### src/hw/bcfg_config.svh
/* boot-config subsystem constants
   bus widths, connector bank sizes, register map and board identity */

`ifndef BCFG_CONFIG_SVH
`define BCFG_CONFIG_SVH

// bus widths
`define BCFG_ADDR_W         16
`define BCFG_DATA_W         32

// connector banks, pin counts
`define BCFG_IO1_W          34
`define BCFG_IO2_W          40

// words per scratch bank, two banks total
`define BCFG_BANK_DEPTH     16

// firmware version, lands in status[31:16]
`define BCFG_VERSION        16'h3102

// timestamp bit shown on the heartbeat LED
`define BCFG_HEARTBEAT_BIT  6

// register map
`define BCFG_ADDR_STATUS    16'h0000
`define BCFG_ADDR_TIMESTAMP 16'h0001
`define BCFG_ADDR_IO_BASE   16'h0010  // 12 words, bank 1 then bank 2
`define BCFG_ADDR_SCRATCH   16'h0100  // scratch table, one bank visible

// read value for addresses nobody claims
`define BCFG_UNMAPPED       32'hBAD0_0000

`endif
### src/hw/bcfg_pkg.sv
/* boot-config shared types
   host command, register bus and read response */

`include "bcfg_config.svh"

package bcfg_pkg;

    // host opcodes
    typedef enum logic [1:0] {
        OP_NOP       = 2'd0,
        OP_READ      = 2'd1,
        OP_WRITE     = 2'd2,
        OP_BLK_WRITE = 2'd3  // one word of a block write
    } host_op_e;

    // one command word from the host link
    typedef struct packed {
        host_op_e                op;
        logic [`BCFG_ADDR_W-1:0] addr;
        logic [`BCFG_DATA_W-1:0] data;
        logic                    first;  // block start
        logic                    last;   // block end
    } host_cmd_t;

    // board register bus, decoder to blocks
    typedef struct packed {
        logic [`BCFG_ADDR_W-1:0] raddr;
        logic [`BCFG_ADDR_W-1:0] waddr;
        logic [`BCFG_DATA_W-1:0] wdata;
        logic                    wen;         // single or block word write
        logic                    blk_wstart;  // first word of a block
        logic                    blk_wen;     // block commit, after last word
        logic                    ren;         // read strobe
    } reg_bus_t;

    // read answer back to the host
    typedef struct packed {
        logic [`BCFG_DATA_W-1:0] data;
        logic [`BCFG_ADDR_W-1:0] addr;
    } rd_resp_t;

    // status word layout
    //   [3:0]   board id
    //   [4]     active scratch bank
    //   [15:5]  zero
    //   [31:16] firmware version

endpackage

### src/hw/bcfg_top.sv
/* boot-config subsystem top
   host command decoder feeding the board status and boot-config blocks */

`include "bcfg_config.svh"

module bcfg_top (
    input  logic                   sysclk,
    input  logic                   rst_n,
    input  logic [3:0]             wenid,       // rotary switch
    input  logic                   cmd_valid,
    input  bcfg_pkg::host_cmd_t    cmd,
    output logic                   resp_valid,
    output bcfg_pkg::rd_resp_t     resp,
    input  logic [`BCFG_IO1_W-1:0] io1_in,      // connector J1
    output logic [`BCFG_IO1_W-1:0] io1_out,
    output logic [`BCFG_IO1_W-1:0] io1_oe,
    input  logic [`BCFG_IO2_W-1:0] io2_in,      // connector J2
    output logic [`BCFG_IO2_W-1:0] io2_out,
    output logic [`BCFG_IO2_W-1:0] io2_oe,
    output logic                   led
);

    bcfg_pkg::reg_bus_t      bus;
    logic                    status_hit;
    logic [`BCFG_DATA_W-1:0] status_rdata;
    logic                    cfg_hit;
    logic [`BCFG_DATA_W-1:0] cfg_rdata;
    logic                    active_bank;   // scratch bank, shown in status

    host_cmd_decoder u_dec (
        .sysclk       (sysclk),
        .rst_n        (rst_n),
        .cmd_valid    (cmd_valid),
        .cmd          (cmd),
        .bus          (bus),
        .status_hit   (status_hit),
        .status_rdata (status_rdata),
        .cfg_hit      (cfg_hit),
        .cfg_rdata    (cfg_rdata),
        .resp_valid   (resp_valid),
        .resp         (resp)
    );

    board_status u_status (
        .sysclk      (sysclk),
        .rst_n       (rst_n),
        .wenid       (wenid),
        .active_bank (active_bank),
        .bus         (bus),
        .hit         (status_hit),
        .rdata       (status_rdata),
        .led         (led)
    );

    boot_config u_bcfg (
        .sysclk      (sysclk),
        .rst_n       (rst_n),
        .bus         (bus),
        .io1_in      (io1_in),
        .io2_in      (io2_in),
        .io1_out     (io1_out),
        .io1_oe      (io1_oe),
        .io2_out     (io2_out),
        .io2_oe      (io2_oe),
        .active_bank (active_bank),
        .hit         (cfg_hit),
        .rdata       (cfg_rdata)
    );

endmodule

### src/hw/boot_config.sv
/* boot configuration block
   connector bank out/oe registers, synchronized pin inputs and a
   double-banked scratch table swapped by the block commit */

`include "bcfg_config.svh"

module boot_config (
    input  logic                    sysclk,
    input  logic                    rst_n,
    input  bcfg_pkg::reg_bus_t      bus,
    input  logic [`BCFG_IO1_W-1:0]  io1_in,
    input  logic [`BCFG_IO2_W-1:0]  io2_in,
    output logic [`BCFG_IO1_W-1:0]  io1_out,
    output logic [`BCFG_IO1_W-1:0]  io1_oe,
    output logic [`BCFG_IO2_W-1:0]  io2_out,
    output logic [`BCFG_IO2_W-1:0]  io2_oe,
    output logic                    active_bank,
    output logic                    hit,
    output logic [`BCFG_DATA_W-1:0] rdata
);

    localparam int IDX_W = $clog2(`BCFG_BANK_DEPTH);
    localparam int SLOTS = 2 * `BCFG_BANK_DEPTH;
    localparam logic [`BCFG_ADDR_W-1:0] IO_BASE  = `BCFG_ADDR_IO_BASE;
    localparam logic [`BCFG_ADDR_W-1:0] SCR_BASE = `BCFG_ADDR_SCRATCH;

    // pin input synchronizers
    logic [`BCFG_IO1_W-1:0] io1_meta;
    logic [`BCFG_IO1_W-1:0] io1_sync;
    logic [`BCFG_IO2_W-1:0] io2_meta;
    logic [`BCFG_IO2_W-1:0] io2_sync;

    // scratch table, bank is the top index bit
    logic [`BCFG_DATA_W-1:0] scratch [SLOTS];
    logic [SLOTS-1:0]        scr_vld;   // unwritten slots read as zero

    logic             next_bank;  // active bank once this cycle's commit lands
    logic             io_we;
    logic             scr_we;
    logic             wr_bank;
    logic [IDX_W:0]   wr_slot;
    logic [IDX_W:0]   rd_slot;
    logic [3:0]       wr_off;
    logic [3:0]       rd_off;

    // zero-extended views, upper halves read unimplemented bits as 0
    logic [63:0] o1_x;
    logic [63:0] e1_x;
    logic [63:0] i1_x;
    logic [63:0] o2_x;
    logic [63:0] e2_x;
    logic [63:0] i2_x;

    logic [`BCFG_DATA_W-1:0] rd_word;
    logic                    rd_map;

    assign next_bank = active_bank ^ bus.blk_wen;
    assign wr_bank   = ~next_bank;   // writes always go to the hidden bank

    assign wr_off = bus.waddr[3:0];
    assign rd_off = bus.raddr[3:0];

    assign io_we  = bus.wen && (bus.waddr[15:4] == IO_BASE[15:4]) && (wr_off < 4'd12);
    assign scr_we = bus.wen && (bus.waddr[15:IDX_W] == SCR_BASE[15:IDX_W]);

    assign wr_slot = {wr_bank, bus.waddr[IDX_W-1:0]};
    assign rd_slot = {next_bank, bus.raddr[IDX_W-1:0]};

    // two-flop sync, no reset needed on data path
    always_ff @(posedge sysclk) begin
        io1_meta <= io1_in;
        io1_sync <= io1_meta;
        io2_meta <= io2_in;
        io2_sync <= io2_meta;
    end

    always_ff @(posedge sysclk) begin
        if (!rst_n) begin
            io1_out     <= '0;
            io1_oe      <= '0;   // all pins tristated
            io2_out     <= '0;
            io2_oe      <= '0;
            active_bank <= 1'b0;
            scr_vld     <= '0;
        end else begin
            if (bus.blk_wen)
                active_bank <= ~active_bank;  // swap banks on commit
            if (io_we) begin
                case (wr_off)
                    4'd0:  io1_out[31:0] <= bus.wdata;
                    4'd1:  io1_out[`BCFG_IO1_W-1:32] <= bus.wdata[`BCFG_IO1_W-33:0];
                    4'd2:  io1_oe[31:0] <= bus.wdata;
                    4'd3:  io1_oe[`BCFG_IO1_W-1:32] <= bus.wdata[`BCFG_IO1_W-33:0];
                    4'd6:  io2_out[31:0] <= bus.wdata;
                    4'd7:  io2_out[`BCFG_IO2_W-1:32] <= bus.wdata[`BCFG_IO2_W-33:0];
                    4'd8:  io2_oe[31:0] <= bus.wdata;
                    4'd9:  io2_oe[`BCFG_IO2_W-1:32] <= bus.wdata[`BCFG_IO2_W-33:0];
                    default: ;   // in_lo/in_hi are read only
                endcase
            end
            if (scr_we)
                scr_vld[wr_slot] <= 1'b1;
        end
    end

    always_ff @(posedge sysclk) begin
        if (scr_we)
            scratch[wr_slot] <= bus.wdata;
    end

    assign o1_x = 64'(io1_out);
    assign e1_x = 64'(io1_oe);
    assign i1_x = 64'(io1_sync);
    assign o2_x = 64'(io2_out);
    assign e2_x = 64'(io2_oe);
    assign i2_x = 64'(io2_sync);

    always_comb begin
        rd_map  = 1'b0;
        rd_word = '0;
        if (bus.raddr[15:4] == IO_BASE[15:4] && rd_off < 4'd12) begin
            rd_map = 1'b1;
            case (rd_off)
                4'd0:    rd_word = o1_x[31:0];
                4'd1:    rd_word = o1_x[63:32];
                4'd2:    rd_word = e1_x[31:0];
                4'd3:    rd_word = e1_x[63:32];
                4'd4:    rd_word = i1_x[31:0];
                4'd5:    rd_word = i1_x[63:32];
                4'd6:    rd_word = o2_x[31:0];
                4'd7:    rd_word = o2_x[63:32];
                4'd8:    rd_word = e2_x[31:0];
                4'd9:    rd_word = e2_x[63:32];
                4'd10:   rd_word = i2_x[31:0];
                default: rd_word = i2_x[63:32];
            endcase
        end else if (bus.raddr[15:IDX_W] == SCR_BASE[15:IDX_W]) begin
            rd_map  = 1'b1;
            rd_word = scr_vld[rd_slot] ? scratch[rd_slot] : '0;  // visible bank
        end
    end

    always_ff @(posedge sysclk) begin
        if (!rst_n)
            hit <= 1'b0;
        else
            hit <= bus.ren && rd_map;
    end

    always_ff @(posedge sysclk) begin
        if (bus.ren)
            rdata <= rd_word;
    end

    // bank changes on every commit and at no other time
    a_bank_toggle: assert property (@(posedge sysclk) disable iff (!rst_n)
        1'b1 |=> ((active_bank != $past(active_bank)) == $past(bus.blk_wen)));

    // written bank is still hidden once the write has landed
    a_write_hidden: assert property (@(posedge sysclk) disable iff (!rst_n)
        scr_we |=> (active_bank != $past(wr_bank)));

endmodule

### src/hw/board_status.sv
/* board status registers
   board id from the rotary switch, firmware version, free-running
   timestamp and heartbeat LED, readable over the register bus */

`include "bcfg_config.svh"

module board_status (
    input  logic                    sysclk,
    input  logic                    rst_n,
    input  logic [3:0]              wenid,
    input  logic                    active_bank,
    input  bcfg_pkg::reg_bus_t      bus,
    output logic                    hit,
    output logic [`BCFG_DATA_W-1:0] rdata,
    output logic                    led
);

    logic [3:0]              board_id;
    logic [`BCFG_DATA_W-1:0] timestamp;   // sysclk cycles since reset
    logic                    bank_now;    // bank after a commit on this cycle
    logic [`BCFG_DATA_W-1:0] status_word;
    logic [`BCFG_DATA_W-1:0] rd_word;
    logic                    rd_map;

    assign board_id = ~wenid;  // switch is active low

    // pending commit already counts, matches scratch read path
    assign bank_now = active_bank ^ bus.blk_wen;

    assign status_word = {`BCFG_VERSION, 11'd0, bank_now, board_id};

    always_ff @(posedge sysclk) begin
        if (!rst_n)
            timestamp <= '0;
        else
            timestamp <= timestamp + 1'b1;
    end

    assign led = timestamp[`BCFG_HEARTBEAT_BIT];  // blinks

    always_comb begin
        rd_map  = 1'b1;
        rd_word = '0;
        case (bus.raddr)
            `BCFG_ADDR_STATUS:    rd_word = status_word;
            `BCFG_ADDR_TIMESTAMP: rd_word = timestamp + 1'b1;  // value after this edge
            default:              rd_map  = 1'b0;
        endcase
    end

    always_ff @(posedge sysclk) begin
        if (!rst_n)
            hit <= 1'b0;
        else
            hit <= bus.ren && rd_map;
    end

    always_ff @(posedge sysclk) begin
        if (bus.ren)
            rdata <= rd_word;
    end

    // answer only one cycle after a read
    a_hit_after_ren: assert property (@(posedge sysclk) disable iff (!rst_n)
        hit |-> $past(bus.ren));

endmodule

### src/hw/host_cmd_decoder.sv
/* host command decoder
   turns host command strobes into register bus cycles,
   merges the block answers and returns read responses */

`include "bcfg_config.svh"

module host_cmd_decoder (
    input  logic                    sysclk,
    input  logic                    rst_n,
    input  logic                    cmd_valid,
    input  bcfg_pkg::host_cmd_t     cmd,
    output bcfg_pkg::reg_bus_t      bus,
    input  logic                    status_hit,
    input  logic [`BCFG_DATA_W-1:0] status_rdata,
    input  logic                    cfg_hit,
    input  logic [`BCFG_DATA_W-1:0] cfg_rdata,
    output logic                    resp_valid,
    output bcfg_pkg::rd_resp_t      resp
);

    logic is_rd;
    logic is_blk;
    logic is_wr;

    // bus strobes
    logic ren_q;
    logic wen_q;
    logic blk_wstart_q;
    logic blk_wen_q;
    logic blk_last_q;   // last block word now on the bus
    logic blk_open;     // between first and last block word

    // bus payload
    logic [`BCFG_ADDR_W-1:0] raddr_q;
    logic [`BCFG_ADDR_W-1:0] waddr_q;
    logic [`BCFG_DATA_W-1:0] wdata_q;

    // read return pipe
    logic                    rd_pend;      // blocks answering this cycle
    logic [`BCFG_ADDR_W-1:0] rd_addr_q;    // address paired with that answer
    logic [`BCFG_DATA_W-1:0] rd_merge;
    logic [`BCFG_DATA_W-1:0] resp_data_q;
    logic [`BCFG_ADDR_W-1:0] resp_addr_q;

    assign is_rd  = cmd_valid && (cmd.op == bcfg_pkg::OP_READ);
    assign is_blk = cmd_valid && (cmd.op == bcfg_pkg::OP_BLK_WRITE);
    assign is_wr  = (cmd_valid && (cmd.op == bcfg_pkg::OP_WRITE)) || is_blk;

    always_ff @(posedge sysclk) begin
        if (!rst_n) begin
            ren_q        <= 1'b0;
            wen_q        <= 1'b0;
            blk_wstart_q <= 1'b0;
            blk_wen_q    <= 1'b0;
            blk_last_q   <= 1'b0;
            blk_open     <= 1'b0;
            rd_pend      <= 1'b0;
            resp_valid   <= 1'b0;
        end else begin
            ren_q        <= is_rd;
            wen_q        <= is_wr;
            blk_wstart_q <= is_blk && cmd.first;
            blk_last_q   <= is_blk && cmd.last;
            blk_wen_q    <= blk_last_q;      // commit one cycle after last wen
            if (is_blk)
                blk_open <= !cmd.last;      // single-word block never opens
            rd_pend      <= ren_q;
            resp_valid   <= rd_pend;
        end
    end

    // payload only moves with its strobe
    always_ff @(posedge sysclk) begin
        if (is_rd)
            raddr_q <= cmd.addr;
        if (is_wr) begin
            waddr_q <= cmd.addr;
            wdata_q <= cmd.data;
        end
        if (ren_q)
            rd_addr_q <= raddr_q;
        if (rd_pend) begin
            resp_data_q <= rd_merge;
            resp_addr_q <= rd_addr_q;
        end
    end

    // at most one block claims an address
    always_comb begin
        if (status_hit)
            rd_merge = status_rdata;
        else if (cfg_hit)
            rd_merge = cfg_rdata;
        else
            rd_merge = `BCFG_UNMAPPED;  // nobody home
    end

    assign bus = '{raddr: raddr_q, waddr: waddr_q, wdata: wdata_q, wen: wen_q,
                   blk_wstart: blk_wstart_q, blk_wen: blk_wen_q, ren: ren_q};

    assign resp = '{data: resp_data_q, addr: resp_addr_q};

    // one command per cycle, so never both strobes
    a_wen_ren_excl: assert property (@(posedge sysclk) disable iff (!rst_n)
        !(wen_q && ren_q));

    // commit only right after the last block word
    a_commit_after_blk: assert property (@(posedge sysclk) disable iff (!rst_n)
        blk_wen_q |-> $past(wen_q && blk_last_q));

    // new block may not start inside an open one
    a_no_nested_blk: assert property (@(posedge sysclk) disable iff (!rst_n)
        (is_blk && cmd.first) |-> !blk_open);

endmodule

### config.mk
export PLATFORM = sky130hd
export DESIGN_NAME = bcfg_top
export DESIGN_NICKNAME = d
export VERILOG_FILES = /design/src/hw/bcfg_pkg.sv /design/src/hw/bcfg_top.sv /design/src/hw/boot_config.sv /design/src/hw/board_status.sv /design/src/hw/host_cmd_decoder.sv
export VERILOG_INCLUDE_DIRS = /design/src /design/src/hw
export SDC_FILE = /design/constraint.sdc
export NUM_CORES = 2
export LEC_CHECK = 0
export ABC_AREA = 1
export BUFFER_PORTS_ARGS = -buffer_cell sky130_fd_sc_hd__buf_2
export CAP_MARGIN = 40
export CORE_UTILIZATION = 61
export CTS_CLUSTER_DIAMETER = 150
export DETAILED_ROUTE_END_ITERATION = 10
export PLACE_DENSITY = 0.8
export RECOVER_POWER = 25
export SYNTH_ARGS = -nofsm -noshare
export SYNTH_HDL_FRONTEND = slang
export SYNTH_SLANG_ARGS = --single-unit
### constraint.sdc
create_clock -name sysclk -period 3.64 [get_ports sysclk]
set_input_delay 0.728 -clock sysclk [delete_from_list [all_inputs] [get_ports sysclk]]
set_output_delay 0.728 -clock sysclk [all_outputs]
set_load 0.01 [all_outputs]
==> Word-level counts from Yosys, hierarchy flattened <==
Memories as Yosys holds them, arrays and structs flattened.
Index checks and enable logic that the tools add are counted.
{ "totals": {"reg_bits": 561, "latch_bits": 0, "elab_cells": 108, "mem_count": 1, "in_bits": 133, "ramBits": 1024, "rom_bits": 0} }
{ "op_classes": {"n_mux": 16, "n_eq_ne": 25, "mul": 0, "n_shift": 0, "n_bitwise": 5, "n_div": 0, "order_cmp": 5, "n_addsub": 1, "reduce_logical": 24} }
{ "memory_table": {"columns": ["memory", "words", "width", "rd", "rd_clocked_by_memory_dff", "wr", "line_no", "text"], "rows": [
  ["u_bcfg.scratch", 32, 32, 1, 0, 1, "boot_config.sv:34", "logic [`BCFG_DATA_W-1:0] scratch [SLOTS];"]
]} }
{ "ops": {"columns": ["op", "n"], "rows": [
  ["$pmux 32 s11", 1],
  ["$mux 32", 5],
  ["$pmux 32 s2", 1],
  ["$add 32x1->32 const B", 1],
  ["$or 32x32->32", 1],
  ["$eq 12x1->1 const B", 2],
  ["$eq 12x5->1 const B", 2],
  ["$eq 4x3->1 const B", 6],
  ["$eq 4x4->1 const B", 5],
  ["$eq 16x1->1 const B", 1],
  ["$eq 4x2->1 const B", 4],
  ["$logic_not 16->1", 1],
  ["$reduce_and 2->1", 8],
  ["$lt 5x6->1 const B", 2],
  ["$logic_and 1x1->1", 11],
  ["$eq 4x1->1 const B", 2],
  ["$logic_not 4->1", 2],
  ["$lt 4x4->1 const B", 2],
  ["$mux 1", 7],
  ["$bmux 1 s5", 1],
  ["$demux 1 s5", 1],
  ["$ge 5x1->1 const B", 1],
  ["$eq 2x2->1 const B", 2],
  ["$not 4->4", 1],
  ["other kinds (5)", 6]
]} }

==> Depth between registers and ports, before layout <==
{ "logic_depth": {"word_depth": 7, "depth_mapped": 14} }

==> Cells and area by module <==
From an unflattened synthesis, not the netlist that was laid out.
{ "unflattened": {"hier_cells": 6013, "hier_area_um2": 61926.9} }
{ "by_module_without_submodules": {"columns": ["module", "area_per_inst_um2", "cells_per_inst", "instances"], "rows": [
  ["boot_config", 54320.8, 5384, 1],
  ["host_cmd_decoder", 4669.5, 280, 1],
  ["board_status", 2936.6, 349, 1]
]} }

==> Worst setup path after synthesis <==
Ideal clock, no wire load.
{ "synth_path": {"path_type": "register to register", "start": "register u_dec.waddr_q[11]", "end": "memory u_bcfg.scratch[11][0] (netlist name) (enable)", "arrival_time_ns": 2.559, "stages_incl_launch_ff": 6, "slack_ns": 0.660, "required_time_ns": 3.219, "cell_sequence": "edfxtp_1 > nor2_1 > nand2_1 > nor4_2 > nand3_1 > nor2_1"} }
{ "synth_via": {"elab_chain_cells": 4} }
{ "synth_rtl": {"columns": ["item", "line_no", "text"], "rows": [
  ["start, declared", "host_cmd_decoder.sv:35", "logic [`BCFG_ADDR_W-1:0] waddr_q;"],
  ["start signal, assigned", "host_cmd_decoder.sv:77", "waddr_q <= cmd.addr;"],
  ["$eq 12x5->1", "boot_config.sv:64", "assign scr_we = bus.wen && (bus.waddr[15:IDX_W] == SCR_BASE[15:IDX_W]);"],
  ["$logic_and 1x1->1", "boot_config.sv:64", null],
  ["$mux 1", "boot_config.sv:107", "if (scr_we)"],
  ["$mux 1 (not written as such)", "boot_config.sv:108", "scratch[wr_slot] <= bus.wdata;"],
  ["end, declared", "boot_config.sv:34", null]
]} }
No other way between the ends.

==> Final worst setup path <==
{ "layout_path": {"start": "register u_dec.raddr_q[0]", "end": "register u_bcfg.rdata[2] (data pin)"} }
{ "layout_via": {"elab_chain_cells": 5, "word_cells_on_any_way": 20} }
{ "layout_rtl": {"columns": ["item", "line_no", "text"], "rows": [
  ["start, declared", "host_cmd_decoder.sv:34", "logic [`BCFG_ADDR_W-1:0] raddr_q;"],
  ["start signal, assigned", "host_cmd_decoder.sv:75", "raddr_q <= cmd.addr;"],
  ["$bmux 1 s5", "boot_config.sv:139", "rd_word = scr_vld[rd_slot] ? scratch[rd_slot] : '0;"],
  ["$mux 1 (not written as such)", "boot_config.sv:139", null],
  ["$mux 32", "boot_config.sv:139", null],
  ["$mux 32", "boot_config.sv:137", "end else if (bus.raddr[15:IDX_W] == SCR_BASE[15:IDX_W]) begin"],
  ["$mux 32 (*)", "boot_config.sv:121", "if (bus.raddr[15:4] == IO_BASE[15:4] && rd_off < 4'd12) begin"],
  ["net u_bcfg.rd_word[2]", "boot_config.sv:54", "logic [`BCFG_DATA_W-1:0] rd_word;"],
  ["end signal, assigned", "boot_config.sv:152", "rdata <= rd_word;"],
  ["end, declared", "boot_config.sv:19", "output logic [`BCFG_DATA_W-1:0] rdata"]
]} }
Mark *: on every way through the listed nets, which the timed path passes. The rest lies on a longest branch. The select of a mux whose other input is x is not followed.
A chain may end at the register's enable or synchronous reset.

==> reports/metrics.cfg <==
[cells_and_area]
ff_latch_area_um2=43910
utilization_pct=70.24
design_area_um2=70440
final_cell_mix=nand2_1, edfxtp_1, nor2_1, dfxtp_1, buf_2
layout-drive-gt1-share_pct=11.50
num-fill-cells=6653
multi_input_area_um2=16350
fin_nets=6431
syn_to_final_growth_pct=13.99
layout_commonest_cell=nand2_1

[clocking]
clk_pin_slew_ns=0.06
cts_tree=done
cts_max_level=4
post-cts-setup-buffer-count=0
cts_max_path_buffers=3
clk_latency_ns=0.78
ctsHoldBuffers=0
cts_sinks=1585
numCtsBuffers=151
cts-resized-gates=0
cts_root_buf=clkbuf_16

[synthesis]
netlist_instances=5938
synth-xor-area-share_pct=0.2551
synthSimpleGateAreaFrac_pct=22.65
synth_mux_area_share_pct=0
ys_warn_count=0
synth-main-ff-cell=edfxtp_1
synth_edf_count=1216
ys_seq_area_share_pct=71.05
synth_top_family_by_area=simple AND/OR/NAND/NOR gates
synth.area.top_cells=edfxtp_1, nand2_1, dfxtp_1
synthDistinctLibCells=43
synth_top_cell_by_area=edfxtp_1
synthArstFlopShare_pct=0
netlist_area_um2=61790
yosysTopAreaCellShare_pct=59.09
ys_seq_elements=1585
synth-adder-area-share_pct=0.02025
synth_area_per_cell_um2=10.41
synth_compound_area_share_pct=3.120
syn_nets=6072

[worst_setup_path]
cpPeakStageDelay_ns=0.70
r2r_start=u_dec.raddr_q[0]
crit_start=u_dec.raddr_q[0]
cp-start-kind=flop
cp.required_ns=4.27
crit_chain=buf_4 -> inv_12 -> nor2_4 -> buf_4 -> nand2_1 -> nand4_1 -> nand2_1 -> nand2_1 -> nor2_1 -> nor2_1 -> nand3_1 -> nand2_1
cp.arrival_ns=3.81
cp_max_fo=77
crit_path_frequent_cell=nand2_1
crit_type=flop to flop
rrSetupSlack_ns=0.47
endpoint_kind=flop
cp_slowest_cell=edfxtp_1

[global_routing]
met2_usage_pct=54.84
grt_pass1_vias=43680
grt_busiest_layer=met2
use_met1_pct=45.95
globalRouteOverflowTotal=0
grt_usage_pct=35.35
antenna_found_initial=7
grt_pass1_wl_um=266400
global_route.usage.met3_pct=8.202
grt_max_degree=153

[drt]
viasPerCell=5.892
num_vias=45810
routedWlPerCell_um=23.49
firstDrtPassIters=7
drc=0
drtAntennaViolNets=0
drtIter0Drc=7291
wl_um=182600

[sta]
hold_ws_ns=0.04579
setup-violations-final=0
fin_skew_ns=0.03291
slew_headroom_pct=-88.71
period_needed_ns=3.173
clock.fmax_ghz=0.3151
worst_slack_ns=0.4669
slew_viol_final=607
worstMarginPinSlew_ns=2.831
period_share_pct=87.17
rsz0062_at_grt=no
hold_violations=0
tns_ns=0

[worst_hold_path]
hold_start=io2_in[25]
min_path_type=input pin to flop

[placement]
place_area_um2=65820
dp_hpwl_um=105900
gp_congestion=0.9454
io_buffers=329
place_ws_ns=0.5913

[floorplanning]
pin_count=331
placementRows=116
die_x_um=320.3
die-area_um2=102600
initial_core_util_pct=61.61
die-height_um=320.3
core_um2=100300

[power_and_ir_drop]
p_leak_nw=28.91
powerDensity_nw_per_um2=520.9
vdd_ir_drop_max_v=0.0005568

[run]
max-cap-violations=13

[status]
status=finished, violations left
violations=max-capacitance violations, max-slew violations

per-layer routing:
metal  vias up  wire length, um
li1      20250                -
met2      3437            82960
met1     21480            63190
met4         4            11920
met5         -               29
met3       642            24530
flip-flops by register name, summed over array words and instances, names as in the netlist, 16 cells and up:
register            cells
u_bcfg.io2_meta        40
u_bcfg.io1_oe          34
u_bcfg.io2_out         40
u_bcfg.io1_out         34
u_bcfg.io1_sync        34
u_dec.resp_addr_q      16
u_dec.waddr_q          16
u_dec.raddr_q          16
u_bcfg.rdata           32
u_dec.rd_addr_q        16
u_bcfg.scr_vld         32
u_bcfg.io1_meta        34
u_bcfg.io2_oe          40
u_bcfg.io2_sync        40
u_dec.wdata_q          32
u_bcfg.scratch       1024
u_status.rdata         32
u_status.timestamp     32
u_dec.resp_data_q      32
cell usage after synthesis (5+ instances only):
master / instances
a21oi_1: 63
a22o_1: 45
buf_1: 9
buf_2: 182
buf_4: 24
buf_6: 5
clkbuf_1: 65
dfxtp_1: 369
edfxtp_1: 1216
inv_1: 86
inv_2: 8
nand2_1: 2855
nand3_1: 112
nand4_1: 49
nor2_1: 541
nor2_4: 5
nor3_1: 18
o21ai_0: 191
o21ai_1: 23
o22a_1: 8
or2_2: 5
xor2_1: 14
path summary, 6_finish.rpt:
check                         to  depth (start not counted)
max              u_bcfg.rdata[2]                         12
min          u_bcfg.io2_meta[25]                          1
max reg2reg      u_bcfg.rdata[2]                         12
min reg2reg   u_bcfg.io2_sync[0]                          0
cell families after synthesis:
logic type	Yosys count
fa+ha+maj	1
xor+xnor	18
compound gates	341
buf+inv	383
simple gates	3610
flops	1585
report_power, final:
group / total (mW) / internal (mW) / leakage (nW) / switching (mW)
Combinational: 1.55 / 0.376 / 12.6 / 1.17
Clock: 15.4 / 8.56 / 2.35 / 6.81
Sequential: 19.8 / 19.6 / 14.0 / 0.125
Total: 36.7 / 28.6 / 28.9 / 8.11
worst max-delay path: cells and delay by family, from the launching register on:
kind,cells,cell delay (ns)
buf+inv,3,0.80
flops,1,0.70
simple gates,9,1.52
stage by stage:
step	std cells	power (mW)
after global routing	7775	37.48
after floorplan	5938	20.95
after CTS	7772	36.64
final	7775	36.69
after global placement	7485	21.56
after detailed placement	7500	21.64
layout make-up:
type	instances	share of cell area, %
antenna	2	0.007105
clock buffer	198	5.759
clock inverter	74	1.066
inverter	97	0.5453
multi-input combinational	3970	23.21
sequential	1585	62.33
tap	1357	2.410
timing repair buffer	492	4.675
(Power assumes the default switching activity.)
